==> src/common/cpu_pkg.sv <==
package cpu_pkg;

    // **************************************************
    // Sizes
    // **************************************************
    localparam int data_width     = 16;
    localparam int instr_width    = 16;
    localparam int reg_addr_width = 3;                 // Eight registers.
    localparam int imem_depth     = 256;
    localparam int dmem_depth     = 256;
    localparam int mem_addr_width = 8;
    localparam int imm_width      = 9;                 // LDI immediate, bits 8 to 0.
    localparam int shamt_width    = $clog2(data_width);

    // **************************************************
    // Instruction encoding
    // **************************************************
    typedef enum logic [3:0] {
        op_nop = 4'h0,
        op_add = 4'h1,
        op_sub = 4'h2,
        op_and = 4'h3,
        op_or  = 4'h4,
        op_xor = 4'h5,
        op_not = 4'h6,
        op_shl = 4'h7,
        op_shr = 4'h8,
        op_ldi = 4'h9,
        op_ld  = 4'ha,
        op_st  = 4'hb
    } opcode_t;

    // Bubble word injected by fetch.
    localparam logic [instr_width-1:0] nop_instr = {op_nop, {(instr_width - 4){1'b0}}};

    // **************************************************
    // ALU operations
    // **************************************************
    typedef enum logic [3:0] {
        alu_add    = 4'h0,
        alu_sub    = 4'h1,
        alu_and    = 4'h2,
        alu_or     = 4'h3,
        alu_xor    = 4'h4,
        alu_not    = 4'h5,
        alu_shl    = 4'h6,
        alu_shr    = 4'h7,
        alu_pass_a = 4'h8,                             // Address for LD and ST.
        alu_pass_b = 4'h9                              // Immediate for LDI.
    } alu_op_t;

endpackage

==> src/hdl/data_memory.sv <==
module data_memory (
    input  logic                              clk,
    input  logic                              arst_n,
    input  logic [cpu_pkg::data_width-1:0]     result,
    input  logic [cpu_pkg::data_width-1:0]     store_data,
    input  logic                              mem_read,
    input  logic                              mem_write,
    input  logic                              reg_write,
    input  logic [cpu_pkg::reg_addr_width-1:0] dest,
    output logic                              wb_valid,
    output logic [cpu_pkg::reg_addr_width-1:0] wb_dest,
    output logic [cpu_pkg::data_width-1:0]     wb_output
);
    import cpu_pkg::*;

    logic [data_width-1:0]     dmem [dmem_depth];
    logic [mem_addr_width-1:0] addr;

    assign addr = result[mem_addr_width-1:0];

    always_ff @(posedge clk) begin
        if (mem_write) begin
            dmem[addr] <= store_data;
        end
    end

    // Memory/writeback register.
    always_ff @(posedge clk or negedge arst_n) begin
        if (!arst_n) begin
            wb_valid <= 1'b0;
        end else begin
            wb_valid <= reg_write;
        end
    end

    always_ff @(posedge clk) begin
        wb_dest   <= dest;
        wb_output <= mem_read ? dmem[addr] : result;  // Load word or ALU result.
    end

endmodule

==> config.mk <==
export PLATFORM = sky130hd
export DESIGN_NAME = data_memory
export DESIGN_NICKNAME = d
export VERILOG_FILES = /design/src/common/cpu_pkg.sv /design/src/hdl/data_memory.sv
export SDC_FILE = /design/constraint.sdc
export NUM_CORES = 2
export LEC_CHECK = 0
export ABC_AREA = 1
export BUFFER_PORTS_ARGS = -buffer_cell sky130_fd_sc_hd__buf_2
export CORE_UTILIZATION = 50
export CTS_CLUSTER_DIAMETER = 30
export CTS_CLUSTER_SIZE = 12
export DETAILED_ROUTE_END_ITERATION = 8
export MAX_ROUTING_LAYER = met4
export PLACE_DENSITY_LB_ADDON = 0.25
export SYNTH_ARGS = -nofsm -noshare
export SYNTH_HDL_FRONTEND = slang
export SYNTH_SLANG_ARGS = --single-unit
==> constraint.sdc <==
create_clock -name clk -period 3.2 [get_ports clk]
set_input_delay 0 -clock clk [delete_from_list [all_inputs] [get_ports clk]]
set_output_delay 0 -clock clk [all_outputs]
set_load 0.005 [all_outputs]
==> flow_metrics.env <==
export IMPL_required_ps=4190
export IMPL_synthCells=14500
export IMPL_cp_slowest_cell="o21ai_1"
export IMPL_clk_latency_ps=1110
export IMPL_die_w_um=576
export IMPL_cts_buffers=734
export IMPL_synth_common_cells="nand2_1, edfxtp_1, nor2_1"
export IMPL_grt_overflow_total=0
export IMPL_grtUsageTotal_pct=30.7
export IMPL_io_pins=60
export IMPL_critPathKind="input pin to flop"
export IMPL_row_count=210
export IMPL_slowest_delay_ps=620
export IMPL_timing_fmax_mhz=313
export IMPL_yosysTopAreaCell="edfxtp_1"
export IMPL_cts_sinks=4116
export IMPL_htree_num_levels=6
export IMPL_period_share_pct=99.8
export IMPL_portBuffers=59
export IMPL_start_util_pct=50.3
export IMPL_crit_family="buffers and inverters"
export IMPL_cts_setup_buffers=0
export IMPL_first_iter_violations=14300
export IMPL_slew_violations=0
export IMPL_crit_arrival_ps=4180
export IMPL_setup_violations=0
export IMPL_gp_congestion=0.938
export IMPL_crit_path_max_fanout=41
export IMPL_synth_area_per_cell_um2=11.4
export IMPL_cts_max_path_buffers=4
export IMPL_max_slew_margin_pct=23.1
export IMPL_skew_ps=107
export IMPL_cp_num_buf_inv=8
export IMPL_rsz0062_at_grt="no"
export IMPL_wl_per_cell_um=24.6
export IMPL_via_per_inst=5.57
export IMPL_leakagePower_nw=77.1
export IMPL_final_nets=15300
export IMPL_first_global_vias=108000
export IMPL_core_area_um2=327000
export IMPL_synth_most_common_cell="nand2_1"
export IMPL_dpl_worst_slack_ps=-240
export IMPL_drv_cap=0
export IMPL_grt_max_degree=114
export IMPL_clk_pin_slew_ps=50
export IMPL_grt_pass1_wl_mm=724
export IMPL_synth_top_area_share_pct=74.7
export IMPL_firstDrtPassIters=6
export IMPL_dieArea_um2=331000
export IMPL_setup_ws_ps=4.94
export IMPL_synth_area_um2=165000
export IMPL_p_per_area_nw_per_um2=723
export IMPL_die_h_um=576
export IMPL_antenna_found_initial=17
export IMPL_crit_path_cell_trace="dlygate4sd3_1 -> buf_2 -> nand2_1 -> inv_8 -> buf_12 -> buf_4 -> buf_4 -> o21ai_0 -> nand2_1 -> o21ai_1 -> nand2_1 -> nand2_1 -> nand2_1 -> inv_1 -> nand2_1 -> nor2_1 -> nor2_1 -> dlygate4sd3_1"
export IMPL_netlist_cell_type_count=23
export IMPL_hold_path_class="input pin to flop"
export IMPL_drive_gt1_share_pct=12.4
export IMPL_seq_area_frac_synth_pct=75.0
export IMPL_peakVddDrop_mv=0.549
export IMPL_ys_ff_latch=4116
export IMPL_final_util_pct=61.3
export IMPL_status="complete, no violations"
export IMPL_root_buffer="clkbuf_16"
export IMPL_yosys_warnings=0
export IMPL_routed_wirelength_mm=499
export IMPL_drc_errors=0
export IMPL_crit_path_frequent_cell="nand2_1"
export IMPL_fin_crit_ps=3200
export IMPL_dp_hpwl_mm=287
export IMPL_end_kind="flop"
export IMPL_cp_start_kind="input pin"
export IMPL_cts_tree="built"
export IMPL_worst_pin_slew_ps=1150
export IMPL_synth_nets=14500
export IMPL_vias=113000
export IMPL_ys_flop_type="edfxtp_1"
export IMPL_fill_cells=24800
export IMPL_ant_nets=0
export IMPL_finalHoldViolCount=0
export IMPL_synth_edf_count=4096
export IMPL_synthTopCellsByArea="edfxtp_1, nand2_1, nor2_1, buf_2, nand4_1"
export IMPL_syn2layout_area_growth_pct=22.0
export IMPL_async_reset_ff_share_pct=0.0243
[registers in the layout, indices dropped and copies added (netlist names)]
name       flops
dmem        4096
wb_valid       1
wb_output     16
wb_dest        3
[power breakdown]
group	internal (mW)	leakage [nW]	switching, mW
Sequential	59.5	37.0	0.0917
Combinational	1.72	28.0	5.29
Clock	51.0	12.1	27.4
Total	112	77.1	32.8
[area by class of cell]
class	instances	area, um2	share of cell area, %
diodes	7	17.5	0.00873
clock buffers	843	19100	9.49
clock inverters	514	6200	3.09
inverters	50	244	0.122
multi-input cells	9544	37600	18.7
flip-flops and latches	4116	123000	61.5
well taps	4346	5440	2.71
repair buffers	860	8760	4.37
[worst min-delay path, stage by stage]
cell	delay, ps
dlygate4sd3_1	560
buf_8	170
buf_12	180
[placed cells by master, fill, tap and decap left out, types with 38 or more instances in the layout]
| cell | Yosys | routed |
|---|---|---|
| nand2_1 | 7571 | 7553 |
| edfxtp_1 | 4096 | 4096 |
| nor2_1 | 907 | 899 |
| clkbuf_16 | 0 | 743 |
| buf_4 | 9 | 544 |
| nand4_1 | 276 | 276 |
| a21oi_1 | 250 | 250 |
| nand3_1 | 250 | 250 |
| buf_12 | 0 | 163 |
| o21ai_0 | 162 | 161 |
| o21ai_1 | 115 | 116 |
| clkinv_2 | 0 | 114 |
| clkinv_1 | 5 | 103 |
| bufinv_16 | 0 | 100 |
| dlygate4sd3_1 | 0 | 94 |
| clkbuf_1 | 214 | 91 |
| clkinvlp_4 | 0 | 70 |
| inv_6 | 1 | 43 |
| clkinv_4 | 0 | 41 |
| buf_2 | 455 | 41 |
| inv_1 | 42 | 38 |
[metal layers]
layer  track usage [%]  up-vias  wire [um]
li1                  -    50600          -
met1              40.2    54600     190000
met2              46.9     6496     231000
met3              5.38     1150      51700
met4              14.2        0      25600
met5                 -        -          0
[path summary, 6_finish.rpt]
path | slack (ps) | from | cells past startpoint | end
max | 5 | result[2] | 18 | wb_output[0]$_DFF_P_
min | 30 | store_data[10] | 3 | dmem[15][10]$_DFFE_PP_
max reg2reg | 180 | dmem[109][13]$_DFFE_PP_ | 13 | wb_output[13]$_DFF_P_
min reg2reg | 1110 | dmem[209][8]$_DFFE_PP_ | 12 | wb_output[8]$_DFF_P_
max in group asynchronous | 2760 | arst_n | 4 | wb_valid$_DFF_PN0_
min in group asynchronous | 330 | arst_n | 4 | wb_valid$_DFF_PN0_
[repair_timing]
item	in CTS	in global routing
hold endpoints to repair	4222	0
hold buffers	99	0
endpoints found under the setup margin	0	3
gates resized for setup	0	3
[through the flow]
step / power [mW] / TNS, ps / instances / hold slack, ps / area [um2]
global route: 148 / 0 / 20300 / 25.0 / 201000
global placement: 67.3 / -451 / 18800 / -226 / 174000
detailed placement: 67.3 / -435 / 18800 / -225 / 174000
finish: 145 / 0 / 20300 / 34.6 / 201000
floorplan: 63.7 / 0 / 14500 / -296 / 165000
CTS: 145 / 0 / 20300 / 2.41 / 201000
[kinds of logic after synthesis]
| group | share of synthesized area, % |
|---|---|
| AOI/OAI and AO/OA | 1.65 |
| DFF | 75.0 |
| and+or+nand+nor | 21.2 |
| buffers and inverters | 2.21 |
Power figures use the tool's default switching activity.
