### src/common/cpu_pkg.sv
package cpu_pkg;

    // **************************************************
    // Sizes
    // **************************************************
    localparam int data_width     = 16;
    localparam int instr_width    = 16;
    localparam int reg_addr_width = 3;                 // Eight registers.
    localparam int imem_depth     = 256;
    localparam int dmem_depth     = 256;
    localparam int mem_addr_width = 8;
    localparam int imm_width      = 9;                 // LDI immediate, bits 8 to 0.
    localparam int shamt_width    = $clog2(data_width);

    // **************************************************
    // Instruction encoding
    // **************************************************
    typedef enum logic [3:0] {
        op_nop = 4'h0,
        op_add = 4'h1,
        op_sub = 4'h2,
        op_and = 4'h3,
        op_or  = 4'h4,
        op_xor = 4'h5,
        op_not = 4'h6,
        op_shl = 4'h7,
        op_shr = 4'h8,
        op_ldi = 4'h9,
        op_ld  = 4'ha,
        op_st  = 4'hb
    } opcode_t;

    // Bubble word injected by fetch.
    localparam logic [instr_width-1:0] nop_instr = {op_nop, {(instr_width - 4){1'b0}}};

    // **************************************************
    // ALU operations
    // **************************************************
    typedef enum logic [3:0] {
        alu_add    = 4'h0,
        alu_sub    = 4'h1,
        alu_and    = 4'h2,
        alu_or     = 4'h3,
        alu_xor    = 4'h4,
        alu_not    = 4'h5,
        alu_shl    = 4'h6,
        alu_shr    = 4'h7,
        alu_pass_a = 4'h8,                             // Address for LD and ST.
        alu_pass_b = 4'h9                              // Immediate for LDI.
    } alu_op_t;

endpackage

### src/decode/decode_stage.sv
module decode_stage (
    input  logic                              clk,
    input  logic                              arst_n,
    input  logic [cpu_pkg::instr_width-1:0]    instr,
    input  logic                              instr_valid,
    input  logic                              wb_valid,
    input  logic [cpu_pkg::reg_addr_width-1:0] wb_dest,
    input  logic [cpu_pkg::data_width-1:0]     wb_output,
    output logic [cpu_pkg::data_width-1:0]     rs_data,
    output logic [cpu_pkg::data_width-1:0]     rt_data,
    output logic [cpu_pkg::data_width-1:0]     imm,
    output cpu_pkg::alu_op_t                  alu_op,
    output logic                              use_imm,
    output logic                              mem_read,
    output logic                              mem_write,
    output logic                              reg_write,
    output logic [cpu_pkg::reg_addr_width-1:0] dest
);
    import cpu_pkg::*;

    opcode_t                   opcode;
    logic [reg_addr_width-1:0] rd_field;
    logic [reg_addr_width-1:0] rs_field;
    logic [reg_addr_width-1:0] rt_field;
    logic [data_width-1:0]     rf_rs_data;
    logic [data_width-1:0]     rf_rt_data;
    logic [data_width-1:0]     imm_ext;
    alu_op_t                   alu_op_c;
    logic                      use_imm_c;
    logic                      mem_read_c;
    logic                      mem_write_c;
    logic                      reg_write_c;

    assign opcode   = opcode_t'(instr[15:12]);
    assign rd_field = instr[11:9];
    assign rs_field = instr[8:6];
    assign rt_field = instr[5:3];
    assign imm_ext  = {{(data_width - imm_width){1'b0}}, instr[imm_width-1:0]};

    register_file rf0 (
        .clk     (clk),
        .arst_n  (arst_n),
        .rs_addr (rs_field),
        .rt_addr (rt_field),
        .we      (wb_valid),
        .wr_addr (wb_dest),
        .wr_data (wb_output),
        .rs_data (rf_rs_data),
        .rt_data (rf_rt_data)
    );

    // **************************************************
    // Control decode
    // **************************************************
    always_comb begin
        alu_op_c    = alu_pass_a;
        use_imm_c   = 1'b0;
        mem_read_c  = 1'b0;
        mem_write_c = 1'b0;
        reg_write_c = 1'b0;
        if (instr_valid) begin
            case (opcode)
                op_add: begin alu_op_c = alu_add; reg_write_c = 1'b1; end
                op_sub: begin alu_op_c = alu_sub; reg_write_c = 1'b1; end
                op_and: begin alu_op_c = alu_and; reg_write_c = 1'b1; end
                op_or:  begin alu_op_c = alu_or;  reg_write_c = 1'b1; end
                op_xor: begin alu_op_c = alu_xor; reg_write_c = 1'b1; end
                op_not: begin alu_op_c = alu_not; reg_write_c = 1'b1; end
                op_shl: begin alu_op_c = alu_shl; reg_write_c = 1'b1; end
                op_shr: begin alu_op_c = alu_shr; reg_write_c = 1'b1; end
                op_ldi: begin
                    alu_op_c    = alu_pass_b;
                    use_imm_c   = 1'b1;
                    reg_write_c = 1'b1;
                end
                op_ld: begin
                    mem_read_c  = 1'b1;                  // Address is rs.
                    reg_write_c = 1'b1;
                end
                op_st:   mem_write_c = 1'b1;
                default: ;                                // NOP and unused codes.
            endcase
        end
    end

    // Decode/execute register.
    always_ff @(posedge clk or negedge arst_n) begin
        if (!arst_n) begin
            alu_op    <= alu_pass_a;
            use_imm   <= 1'b0;
            mem_read  <= 1'b0;
            mem_write <= 1'b0;
            reg_write <= 1'b0;
        end else begin
            alu_op    <= alu_op_c;
            use_imm   <= use_imm_c;
            mem_read  <= mem_read_c;
            mem_write <= mem_write_c;
            reg_write <= reg_write_c;
        end
    end

    always_ff @(posedge clk) begin
        rs_data <= rf_rs_data;
        rt_data <= rf_rt_data;
        imm     <= imm_ext;
        dest    <= rd_field;
    end

endmodule

### src/decode/register_file.sv
module register_file (
    input  logic                              clk,
    input  logic                              arst_n,
    input  logic [cpu_pkg::reg_addr_width-1:0] rs_addr,
    input  logic [cpu_pkg::reg_addr_width-1:0] rt_addr,
    input  logic                              we,
    input  logic [cpu_pkg::reg_addr_width-1:0] wr_addr,
    input  logic [cpu_pkg::data_width-1:0]     wr_data,
    output logic [cpu_pkg::data_width-1:0]     rs_data,
    output logic [cpu_pkg::data_width-1:0]     rt_data
);
    import cpu_pkg::*;

    localparam int num_regs = 2 ** reg_addr_width;

    logic [data_width-1:0] regs [num_regs];

    always_ff @(posedge clk or negedge arst_n) begin
        if (!arst_n) begin
            for (int i = 0; i < num_regs; i++) begin
                regs[i] <= '0;
            end
        end else if (we) begin
            regs[wr_addr] <= wr_data;
        end
    end

    // Write-before-read bypass.
    assign rs_data = (we && (wr_addr == rs_addr)) ? wr_data : regs[rs_addr];
    assign rt_data = (we && (wr_addr == rt_addr)) ? wr_data : regs[rt_addr];

endmodule

### config.mk
export PLATFORM = sky130hd
export DESIGN_NAME = decode_stage
export DESIGN_NICKNAME = d
export VERILOG_FILES = /design/src/common/cpu_pkg.sv /design/src/decode/decode_stage.sv /design/src/decode/register_file.sv
export SDC_FILE = /design/constraint.sdc
export NUM_CORES = 1
export LEC_CHECK = 0
export BUFFER_PORTS_ARGS = -buffer_cell sky130_fd_sc_hd__buf_4
export CELL_PAD_IN_SITES_DETAIL_PLACEMENT = 1
export CELL_PAD_IN_SITES_GLOBAL_PLACEMENT = 1
export CORE_UTILIZATION = 50
export CTS_CLUSTER_DIAMETER = 150
export DETAILED_ROUTE_END_ITERATION = 16
export PLACE_DENSITY_LB_ADDON = 0.05
export SYNTH_ARGS = -nofsm -noshare
export SYNTH_HDL_FRONTEND = slang
export SYNTH_SLANG_ARGS = --single-unit
### constraint.sdc
create_clock -name clk -period 3.3 [get_ports clk]
set_input_delay 0.495 -clock clk [delete_from_list [all_inputs] [get_ports clk]]
set_output_delay 0.495 -clock clk [all_outputs]
set_load 0.01 [all_outputs]
==> reports/metrics.csv <==
metric,value,unit
outcome,"complete, but fails checks",
failing checks,DRC,
number of cells produced by synthesis,541,
length of the first detailed-routing pass in iterations,12,
ratio of routed vias to standard cells,5.934,
Final setup viols,0,
total wire length after detailed routing,21.32,mm
fraction of the cycle the final worst path needs,63.81,%
clock root cell,clkbuf_16,
sink count of the clock tree,180,
H-tree level count,4,
fraction of post-synthesis cell area in the top cell type by area,38.40,%
number of library cell types mapped by synthesis,29,
clock skew after layout,8.623,ps
normalized max-slew margin,48.64,%
proportion of layout cells with a drive suffix above 1,54.17,%
critical-path cell list,"buf_4, buf_4, mux4_1, mux2_2, mux2_2",
cts repair resizes,0,
die height,134.7,µm
Switching Power,1.733,mW
net count reported at finish,650,
number of storage elements in the synthesis netlist,180,
CORE AREA,17240,µm²
class of the most critical hold timing path,in2async,
number of buffers added by the clock tree synthesis step,17,
largest net degree at the start of global routing,70,
largest cells by area after synthesis,"dfrtp_1 (38%), mux2_2 (23%), mux4_1 (18%)",
# diodes,0,
data arrival time of the worst path,2420,ps
CP max stage delay,630,ps
area added between synthesis and finish,16.01,%
internal cell power,4.939,mW
global-route wire length before repair,33.26,mm
largest area contributor in the synthesized netlist,dfrtp_1,
required time reported for the critical path endpoint,3620,ps
final setup TNS,0,ps
Post-Synthesis Mean Instance Area,16.26,µm²
Max IR drop VDD,0.4482,mV
CTS tree,done,
routed length per placed instance,25.11,µm
Setup Buffers After CTS,0,
Chip Width,134.7,µm
reported leakage power,4.495,nW
sequential element share of the synthesized area,48.71,%
GRT Overall Usage,25.38,%
total count of hold-check failures in the final report,0,
cell area power density,653.6,nW/µm²
setup repair after global routing missed its margin,false,
starting utilization of the core area,51.05,%
warning count from the yosys run,0,
sum of overflow across all layers after global routing,0,
die area,18130,µm²
Post-CTS Hold Fix Bufs,0,
count of input and output buffers,90,
Max Root-Sink Buffers,2,
relative contribution of combinational cells to total power,22.2,%
floorplan row count,48,
final critical path time including I/O delays and setup,2106,ps
Achievable Freq,0.4749,GHz
Switching Fraction,25.97,%
IO Pins,98,
number of global-route vias before repair,5463,
"Worst Path Class, Setup",in2reg,
final standard cell utilization of the core,59.22,%
Placer Congestion,0.7516,
maximum fanout count along the critical path,25,
sequential share of power,44.7,%
critical path capture point type,register,
final hold slack,64.40,ps
crit path launch type,input pin,
"Slew Viols, Final",0,
number of maximum-capacitance constraint violations,0,
Detailed Place HPWL,12.17,mm
residual DRC count,1,
DR vias,5038,
clock network power share,33.1,%
Clock Pin Slew Worst Setup and Hold Paths,70,ps
clock latency on the worst-skew pair,430,ps
antenna violation net count after detailed routing,0,
cell type of the slowest stage on the worst timing path,mux4_1,
pin slew with the least headroom to its limit,767.0,ps
1st-iter DRT viols,204,
post-synth design cell area,8798,µm²
antenna violations before repair,0,
-- critical path: cells and delay by family --
kind	cells	cell delay, ps
mux	3	1210
buf+inv	2	700
-- metal layers --
layer	global-route usage, %	wire length [µm]
met1	31.92	9030
met2	45.13	11520
met3	4.805	485
met4	6.117	279
met5	0	0
-- sequential cells by signal, indices dropped and copies added, names as in the netlist --
| name | flops |
|---|---|
| rf0.regs | 128 |
| rs_data | 16 |
| rt_data | 16 |
| imm | 9 |
| alu_op | 4 |
| dest | 3 |
| mem_read | 1 |
| mem_write | 1 |
| reg_write | 1 |
| use_imm | 1 |
-- placed cells by master (no fill, tap or decap), drive strengths merged --
master    count
dfxtp        44
and3b         1
o21ai         1
nand2b        2
nor2          7
clkinv        3
conb          7
clkinvlp      3
nor3          7
nand2         3
o21a          4
nand3         1
mux2        192
mux4         64
dfstp         1
dfrtp       135
nor2b         1
nor3b         3
buf         105
nand4b        3
bufinv        4
xnor2         7
clkbuf       18
nand4         3
inv           5
-- final timing paths --
path / slack, ps / start / depth (start not counted) / end
max in group asynchronous: 2380 / arst_n / 2 / alu_op[3]
min reg2reg: 520 / rf0.regs[104] / 1 / rf0.regs[104]
min: 60 / arst_n / 1 / rf0.regs[87]
max: 1190 / instr[6] / 5 / rs_data[6]
max reg2reg: 1660 / rf0.regs[54] / 3 / rs_data[6]
min in group clk: 170 / instr[0] / 1 / imm[0]
-- cell families (layout without fill, tap and decap cells) --
family	after synthesis	in the layout	synth area share (%)
buffers and inverters	61	138	3.982
muxes	256	256	43.98
xor gates and xnor gates	7	7	0.6968
and+or+nand+nor	31	31	2.190
AOI/OAI and AO/OA	5	5	0.3981
DFF	180	180	48.71
other	1	7	0.04262
-- synth_stat cells --
cell type and count:
and3b_1 1, buf_1 16, buf_2 13, buf_4 10, buf_6 9, clkbuf_1 12, conb_1 1, dfrtp_1 135
dfstp_2 1, dfxtp_1 44, inv_1 1, mux2_2 181, mux2_4 11, mux4_1 60, mux4_2 4, nand2_1 3
nand2b_1 2, nand3_1 1, nand4_1 3, nand4b_1 3, nor2_1 7, nor2b_1 1, nor3_1 5, nor3_2 2
nor3b_1 1, nor3b_2 2, o21a_1 4, o21ai_0 1, xnor2_1 7
-- final cells by class --
class	instances	area, µm²
clock buffer	18	439.2
clock inverter	14	198.9
fill	1584	7029
inverter	1	3.754
multi-input combinational	306	4185
sequential	180	4285
tap	225	281.5
timing repair buffer	105	813.3
-- per-stage QoR --
step	worst slack, ps	power [mW]	area (µm²)	instances
6_report	1194	6.672	10210	849
5_1_grt	1193	6.969	10210	849
4_1_cts	1192	6.732	10210	849
3_5_place_dp	818.2	4.485	9569	817
3_3_place_gp	888.7	4.391	9569	817
2_1_floorplan	1329	3.947	8821	547
-- power by group through the flow --
stage / Clock, mW / Sequential (mW) / Combinational [mW]
3_3_place_gp: 0 / 2.97 / 1.42
6_report: 2.21 / 2.98 / 1.48
5_1_grt: 2.34 / 3.04 / 1.59
2_1_floorplan: 0 / 2.96 / 0.984
3_5_place_dp: 0 / 3.01 / 1.48
4_1_cts: 2.25 / 2.98 / 1.50
No activity file was read; power rests on OpenSTA's default activity.
