File: config.mk
export PLATFORM = sky130hd
export DESIGN_NAME = alu_stage
export DESIGN_NICKNAME = d
export VERILOG_FILES = /design/src/common/cpu_pkg.sv /design/src/hdl/alu_stage.sv
export SDC_FILE = /design/constraint.sdc
export NUM_CORES = 1
export LEC_CHECK = 0
export BUFFER_PORTS_ARGS = -buffer_cell sky130_fd_sc_hd__buf_2
export CAP_MARGIN = 20
export CORE_ASPECT_RATIO = 0.7
export CORE_MARGIN = 4
export CORE_UTILIZATION = 58
export CTS_BUF_LIST = sky130_fd_sc_hd__clkbuf_8
export DETAILED_ROUTE_END_ITERATION = 8
export PLACE_DENSITY = 0.91
export SYNTH_ARGS = -nofsm -noshare
export SYNTH_HDL_FRONTEND = slang
export SYNTH_SLANG_ARGS = --single-unit
File: constraint.sdc
create_clock -name clk -period 0.8 [get_ports clk]
set_input_delay 0.04 -clock clk [delete_from_list [all_inputs] [get_ports clk]]
set_output_delay 0.04 -clock clk [all_outputs]
set_load 0.005 [all_outputs]
File: src/common/cpu_pkg.sv
package cpu_pkg;

    // **************************************************
    // Sizes
    // **************************************************
    localparam int data_width     = 16;
    localparam int instr_width    = 16;
    localparam int reg_addr_width = 3;                 // Eight registers.
    localparam int imem_depth     = 256;
    localparam int dmem_depth     = 256;
    localparam int mem_addr_width = 8;
    localparam int imm_width      = 9;                 // LDI immediate, bits 8 to 0.
    localparam int shamt_width    = $clog2(data_width);

    // **************************************************
    // Instruction encoding
    // **************************************************
    typedef enum logic [3:0] {
        op_nop = 4'h0,
        op_add = 4'h1,
        op_sub = 4'h2,
        op_and = 4'h3,
        op_or  = 4'h4,
        op_xor = 4'h5,
        op_not = 4'h6,
        op_shl = 4'h7,
        op_shr = 4'h8,
        op_ldi = 4'h9,
        op_ld  = 4'ha,
        op_st  = 4'hb
    } opcode_t;

    // Bubble word injected by fetch.
    localparam logic [instr_width-1:0] nop_instr = {op_nop, {(instr_width - 4){1'b0}}};

    // **************************************************
    // ALU operations
    // **************************************************
    typedef enum logic [3:0] {
        alu_add    = 4'h0,
        alu_sub    = 4'h1,
        alu_and    = 4'h2,
        alu_or     = 4'h3,
        alu_xor    = 4'h4,
        alu_not    = 4'h5,
        alu_shl    = 4'h6,
        alu_shr    = 4'h7,
        alu_pass_a = 4'h8,                             // Address for LD and ST.
        alu_pass_b = 4'h9                              // Immediate for LDI.
    } alu_op_t;

endpackage

File: src/hdl/alu_stage.sv
module alu_stage (
    input  logic                              clk,
    input  logic                              arst_n,
    input  logic [cpu_pkg::data_width-1:0]     rs_data,
    input  logic [cpu_pkg::data_width-1:0]     rt_data,
    input  logic [cpu_pkg::data_width-1:0]     imm,
    input  cpu_pkg::alu_op_t                  alu_op,
    input  logic                              use_imm,
    input  logic                              mem_read,
    input  logic                              mem_write,
    input  logic                              reg_write,
    input  logic [cpu_pkg::reg_addr_width-1:0] dest,
    output logic [cpu_pkg::data_width-1:0]     result,
    output logic [cpu_pkg::data_width-1:0]     store_data,
    output logic                              mem_read_q,
    output logic                              mem_write_q,
    output logic                              reg_write_q,
    output logic [cpu_pkg::reg_addr_width-1:0] dest_q
);
    import cpu_pkg::*;

    logic [data_width-1:0]  op_a;
    logic [data_width-1:0]  op_b;
    logic [shamt_width-1:0] shamt;
    logic [data_width-1:0]  alu_out;

    assign op_a  = rs_data;
    assign op_b  = use_imm ? imm : rt_data;
    assign shamt = op_b[shamt_width-1:0];             // Low bits of rt.

    always_comb begin
        case (alu_op)
            alu_add:    alu_out = op_a + op_b;
            alu_sub:    alu_out = op_a - op_b;
            alu_and:    alu_out = op_a & op_b;
            alu_or:     alu_out = op_a | op_b;
            alu_xor:    alu_out = op_a ^ op_b;
            alu_not:    alu_out = ~op_a;
            alu_shl:    alu_out = op_a << shamt;
            alu_shr:    alu_out = op_a >> shamt;
            alu_pass_b: alu_out = op_b;
            default:    alu_out = op_a;
        endcase
    end

    // Execute/memory register.
    always_ff @(posedge clk or negedge arst_n) begin
        if (!arst_n) begin
            mem_read_q  <= 1'b0;
            mem_write_q <= 1'b0;
            reg_write_q <= 1'b0;
        end else begin
            mem_read_q  <= mem_read;
            mem_write_q <= mem_write;
            reg_write_q <= reg_write;
        end
    end

    always_ff @(posedge clk) begin
        result     <= alu_out;
        store_data <= rt_data;                        // ST data.
        dest_q     <= dest;
    end

endmodule

==> impl_metrics.toml, run 1 <==
[run_status]
status = "aborted with a tool error"
stop_stage = "global routing (5_1_grt)"
error_line = "[ERROR GRT-0116] Global routing finished with congestion. Check the congestion regions in the DRC Viewer."

[global_route]
grt_pass1_wl_um = 58000
first_global_vias = 9606
grt_max_degree = 52
grt_overflow = 14
grt_usage_pct = 75.7

[placement]
place_hpwl_um = 17600
place_ws_ps = -2310
globalplace.congestion = 1.25
dp_cells = 1017
port_buffers = 98

[die]
die_w_um = 119
rows = 28
start_util_pct = 59.6
die_y_um = 85.9
io_pins = 99

[synth]
synth_top_area_share_pct = 13.9
synth-seq-area-share_pct = 15.4
synth_edf_count = 0
synth_nets = 757
netlist_area_um2 = 5030
ys_ff_latch = 38
synth_area_leader_cell = "dfxtp_1"
yosysWarnings = 0
synth_flop_cell = "dfxtp_1"
avgSynthCellArea_um2 = 7.80
synth.top_cells.by_area = "dfxtp_1, ha_1, mux2i_1"
synthCells = 645
async_flop_share_pct = 7.89
ys_types = 71

[clocking]
h-tree-depth = 2
cts_max_path_buffers = 2
cts_buffers = 5
cts.sinks = 38
clockRootBuffer = "clkbuf_8"
## per-stage QoR
step	hold slack [ps]	area [um^2]
3_5_place_dp	-162	7070
4_1_cts	9.16	8180
3_3_place_gp	-167	7070
2_1_floorplan	-256	5170
## logic make-up after synthesis
kind of cell             Yosys count  share of synthesized area (%)
AO/OA/AOI/OAI                    203                           28.3
AND/OR/NAND/NOR                  187                           17.9
buffers and inverters             77                           6.69
multiplexers                      70                           15.6
adder cells (fa/ha/maj)           51                           12.8
flip-flops                        38                           15.4
XOR/XNOR                          19                           3.31
## cells in the mapped netlist, drive strengths merged, types with 13 or more instances
cell and number:
a21oi 42, buf 15, clkbuf 25, dfxtp 35, ha 50, inv 37
mux2i 60, nand2 61, nor2 53, nor3 13, o211ai 15, o21ai 38
xnor2 19
## timing repair
action                     4_1_cts
setup endpoints to repair       22
setup buffers                   15
hold endpoints to repair        23
gates resized for setup        118
hold buffers                    21
pin swaps                       60
gates cloned                     3
## metal layers
layer | GRT overflow | track usage [%]
met5 | 0 | 47.1
met4 | 8 | 76.7
met3 | 0 | 65.3
met2 | 6 | 90.2
met1 | 0 | 72.8
==> run 2: changes to the inputs <==
Settings changed: CORE_ASPECT_RATIO 0.7 to default, CORE_UTILIZATION 58 to 40, CTS_BUF_LIST sky130_fd_sc_hd__clkbuf_8 to default, PLACE_DENSITY 0.91 to default, PLACE_DENSITY_LB_ADDON from default to 0.15.
==> run 2 against run 1 <==
Compared with the run above:
- the flow now finishes, with violations (negative setup slack)
- synthesized cell count is the same
- synthesized area did not move
==> impl_metrics.toml, run 2 <==
[sta]
finalCritPeriodShare_pct = 302
worst_pin_slew_ps = 830
drv_slew = 0
fmaxAchievable_ghz = 0.414
max-slew-margin-rel_pct = 44.5
rsz0062_at_grt = "true"
setup_ws_ps = -1610
holdWs_ps = 43.6
setup_viol = 21
period_minus_slack_ps = 2410
hold_violations = 0

[layout]
area_growth_pct = 69.8
top_regs = "result: 16 flops, store_data: 16 flops, dest_q: 3 flops"
drive_gt1_share_pct = 46.7
layout.nets = 1086
layout_commonest_cell = "buf_4"
final_cells = 1143
nFillCells = 972
num_antenna_cells = 0
layout_common_cells = "buf_4, buf_2, nand2_1"

[worst_setup_path]
critPathKind = "input pin to flop"
worstPathRequired_ps = 1000
cp-start-kind = "input pin"
path_cells = "buf_6 -> or3b_4 -> nor2_4 -> a31oi_1 -> xnor2_1 -> ha_1 -> a21oi_2 -> nor3b_4 -> a21oi_2 -> xnor2_2 -> o22ai_1 -> o32a_1"
critPathArrivalTime_ps = 2610
cp_max_fo = 4
worst_setup_path_end_kind = "flop"
cpPeakStageDelay_ps = 420
critPathMostFrequentCell = "a21oi_2"
cpMaxStageDelayCell = "or3b_4"

[clocking]
clk_pin_slew_ps = 70
cts_max_path_buffers = 2
cts_tree = "built"
cts_buffers = 5
clockRootBuffer = "clkbuf_16"
cts.sinks = 38
h-tree-depth = 2

[synth]
ys_types = 71
async_flop_share_pct = 7.89
synth_most_common_cell = "nand2_1"
synth-seq-area-share_pct = 15.4
yosysWarnings = 0
avgSynthCellArea_um2 = 7.80
synth_top_area_share_pct = 13.9
ys_ff_latch = 38
synth_edf_count = 0
synthTopCellsByCount = "nand2_1, mux2i_1, nor2_1"
synth_area_leader_cell = "dfxtp_1"
synth_flop_cell = "dfxtp_1"
netlist_area_um2 = 5030
synth.top_cells.by_area = "dfxtp_1, ha_1, mux2i_1"
synthCells = 645
synth_nets = 757

[global_route]
grt_pass1_wl_um = 37700
grtUsageMet2_pct = 57.2
grt_usage_pct = 33.4
grt_use_met1_pct = 42.1
top_usage_layer = "met2"
grt_max_degree = 52
grt_overflow = 0
grt_antenna_before_repair = 0
first_global_vias = 6570
grt_use_met3_pct = 6.55

[drt]
wl_per_cell_um = 21.7
dr.pass1.iters = 6
drcViolationCount = 0
routed_wl_um = 24800
via_per_inst = 5.81
via_count = 6637
drt-initial-drc-count = 585
ant_nets = 0

[die]
rows = 40
die_y_um = 120
start_util_pct = 41.3
io_pins = 99
die_w_um = 120
core_um2 = 12200
die_area_um2 = 14400

[placement]
place_ws_ps = -2180
place_hpwl_um = 18100
port_buffers = 98
dp_cells = 1084
globalplace.congestion = 0.948

[power]
total_power_w = 0.0111
max-vdd-ir-drop_v = 0.000921
p_leak_nw = 4.09
power_density_nw_per_um2 = 1300

[run_status]
violations = "negative setup slack"
status = "finished with violations"

[run]
maxCapViolCount = 0

[hold_path]
worstHoldPathType = "input pin to flop"
-- run 2: cell counts after synthesis --
Identical to the previous run, type by type.
-- run 2: path summary, 6_finish.rpt --
check / depth (start not counted) / end / start
max: 12 / result[8] / alu_op[2]
max in group asynchronous: 2 / mem_read_q / arst_n
min in group asynchronous: 2 / reg_write_q / arst_n
min: 2 / store_data[1] / rt_data[1]
-- run 2: timing repair --
item | CTS | global route
buffers inserted | 20 | 9
gates cloned | 1 | 0
endpoints found under the setup margin | 21 | 26
pin swaps | 42 | 16
hold buffers | 21 | 0
gates resized for setup | 90 | 37
endpoints found under the hold margin | 23 | 0
-- run 2: logic make-up (layout without fill, tap and decap cells) --
logic type | count (synthesis) | count (layout) | share of synthesized area [%]
AO/OA/AOI/OAI | 203 | 203 | 28.3
AND/OR/NAND/NOR | 187 | 187 | 17.9
buffers and inverters | 77 | 407 | 6.69
multiplexers | 70 | 70 | 15.6
adder cells (fa/ha/maj) | 51 | 51 | 12.8
flip-flops | 38 | 38 | 15.4
XOR/XNOR | 19 | 19 | 3.31
-- run 2: critical path, delay by kind of cell --
kind,cells,cell delay [ps]
buffers and inverters,1,90
adders and majority gates,1,300
AOI/OAI and AO/OA,5,830
xor gates and xnor gates,2,430
and+or+nand+nor,3,920
-- run 2: layout make-up --
class                           instances  area, um^2  share of cell area [%]
Timing Repair Buffer                  362        2750                    32.2
Tap cell                              168         210                    2.46
Sequential cell                        38         786                    9.20
Clock buffer                            5         125                    1.47
Multi-Input combinational cell        530        4460                    52.2
Inverter                               37         139                    1.63
Clock inverter                          3        68.8                   0.806
-- run 2: through the flow --
| step | area [um^2] | setup TNS, ps | util [%] |
|---|---|---|---|
| after floorplan | 5170 | -27540 | - |
| after global placement | 7310 | -30350 | 60.1 |
| after detailed placement | 7310 | -30880 | 60.1 |
| after CTS | 8310 | -22650 | 68.3 |
| after global routing | 8540 | -25180 | 70.2 |
| final | 8540 | -23510 | 70.2 |
-- run 2: power by group --
| part | internal (W) | total (W) | switching, W | leakage (nW) |
|---|---|---|---|---|
| sequential | 0.00207 | 0.00213 | 0.0000583 | 0.330 |
| clock | 0.00180 | 0.00285 | 0.00105 | 0.0940 |
| combinational | 0.00305 | 0.00612 | 0.00307 | 3.66 |
-- run 2: routing by layer --
| metal | wire, um | part of all wire (%) |
|---|---|---|
| met1 | 9750 | 39 |
| met2 | 11900 | 48 |
| met3 | 2310 | 9.3 |
| met4 | 787 | 3.2 |
| met5 | 0 | 0 |
No activity file was read; power rests on OpenSTA's default activity.
==> run 3: changes to the inputs <==
Settings changed: CORE_MARGIN 4 to default.
==> run 3 against run 2 <==
Compared with the run above:
- the flow still finishes with violations (negative setup slack)
- power fell by 0.13%
- first-iteration DRC count increased by 2.6%
- non-clock buffer count fell by 15
- flip-flop and latch count unchanged
- count of clock-buffer cells in the layout stayed put
- final cell count down 1.3%
- worst hold slack improved by 22 ps
- worst setup slack got worse by 120 ps
- sequential power is essentially flat
- largest cell class unchanged
- largest power group unchanged
==> impl_metrics.toml, run 3 (synthesis results as in run 2) <==
[worst_setup_path]
worst_setup_path_end_kind = "flop"
critPathArrivalTime_ps = 2720
critPathKind = "input pin to flop"
cp_max_fo = 8
worstPathRequired_ps = 990
cp-start-kind = "input pin"
startpoint = "use_imm"

[clocking]
clk_pin_slew_ps = 70
cts_max_path_buffers = 2
clockRootBuffer = "clkbuf_16"
h-tree-depth = 2
cts_tree = "built"
cts_buffers = 5
cts.sinks = 38

[layout]
area_growth_pct = 70.6
layout.nets = 1071
num_antenna_cells = 0
nFillCells = 982
layout_common_cells = "buf_4, buf_2, nand2_1"
drive_gt1_share_pct = 46.1
final_area_um2 = 8580
layout_commonest_cell = "buf_4"
ff_latch_area_um2 = 779
top_regs = "result: 16 flops, store_data: 16 flops, dest_q: 3 flops"
fin_util_pct = 70.8
multiInputGateArea_um2 = 4570

[die]
io_pins = 99
die_w_um = 114
start_util_pct = 41.5
rows = 40
core_um2 = 12100
die_area_um2 = 13000
die_y_um = 114

[placement]
port_buffers = 98
place_hpwl_um = 18300
globalplace.congestion = 1.01
dpl_cell_area_um2 = 7300

[drt]
ant_nets = 0
wl_per_cell_um = 22.3
drt-initial-drc-count = 600
drcViolationCount = 0
dr.pass1.iters = 6
via_per_inst = 5.92
via_count = 6679
routed_wl_um = 25100

[sta]
rsz0062_at_grt = "true"
hold_violations = 0
setup_ws_ps = -1730
finalCritPeriodShare_pct = 316
setup_viol = 20
fin_setup_tns_ps = -23840
max-slew-margin-rel_pct = 62.8
worst_pin_slew_ps = 558
drv_slew = 0
period_minus_slack_ps = 2530
fmaxAchievable_ghz = 0.395

[power]
p_leak_nw = 4.03
max-vdd-ir-drop_v = 0.000863
power_density_nw_per_um2 = 1290

[global_route]
grt_usage_pct = 38.1
grt_max_degree = 52
grt_antenna_before_repair = 0
first_global_vias = 6510
grt_pass1_wl_um = 37200
grt_overflow = 0

[run_status]
status = "finished with violations"
violations = "negative setup slack"

[run]
maxCapViolCount = 0

[hold_path]
worstHoldPathType = "input pin to asynchronous set/reset pin"
run 3: cell count changes in the layout (fill, tap and decap cells not counted), moves of 3 or more:
cell,previous run,this run
buf_8,5,1
dfxtp_2,8,0
buf_4,216,203
mux2i_1,47,44
buf_12,7,12
mux2i_4,7,11
dfxtp_1,27,34
buf_6,18,14
o21ai_0,28,25
a21oi_1,34,31
run 3: timing repair:
action,4_1_cts,5_1_grt
endpoints found under the hold margin,24,0
endpoints found under the setup margin,20,20
gates cloned,1,1
setup buffers,10,8
hold buffers,22,0
resized for setup,87,55
pin swaps,40,32
run 3: layout make-up:
| type | count | share of cell area [%] |
|---|---|---|
| multi-input combinational | 530 | 53.3 |
| sequential | 38 | 9.09 |
| inverter | 37 | 1.66 |
| clock inverter | 3 | 0.802 |
| clock buffer | 5 | 1.46 |
| tap | 168 | 2.45 |
| timing repair buffer | 347 | 31.2 |
run 3: layer usage:
metal	track usage [%]	share of wire, %	vias to the layer above
met5	0	0	-
met4	24.0	6.9	0
met3	8.21	8.4	97
met2	61.2	45	404
met1	46.4	40	3144
li1	-	-	3034
run 3: stage by stage:
stage | power [W] | std cells | setup slack, ps | hold slack [ps]
after global routing | 0.0116 | 1128 | -1820 | 56.1
after detailed placement | 0.00718 | 1080 | -2180 | -162
final | 0.0111 | 1128 | -1730 | 65.1
after floorplan | 0.00477 | 645 | -2070 | -256
after CTS | 0.0105 | 1120 | -1650 | 26.0
after global placement | 0.00714 | 1080 | -2090 | -164
run 3: path summary, 6_finish.rpt:
kind / cells after the start / slack, ps / to
setup / recovery: 15 / -1730 / result[10]
hold / removal: 2 / 70 / reg_write_q
max in group asynchronous: 2 / 620 / mem_read_q
min in group clk: 2 / 70 / store_data[1]
run 3: worst max-delay path, stage by stage:
cell	delay [ps]
buf_12	110
buf_6	120
mux2i_4	360
buf_6	150
inv_1	60
xnor2_1	130
buf_4	140
ha_4	150
buf_4	140
o31ai_4	380
a211oi_4	140
buf_4	160
nor3_2	180
nor3_2	80
o32a_1	350
run 3: power breakdown:
| part | internal (W) | switching [W] |
|---|---|---|
| clock network | 0.00180 | 0.000961 |
| registers | 0.00207 | 0.0000526 |
| logic | 0.00305 | 0.00316 |
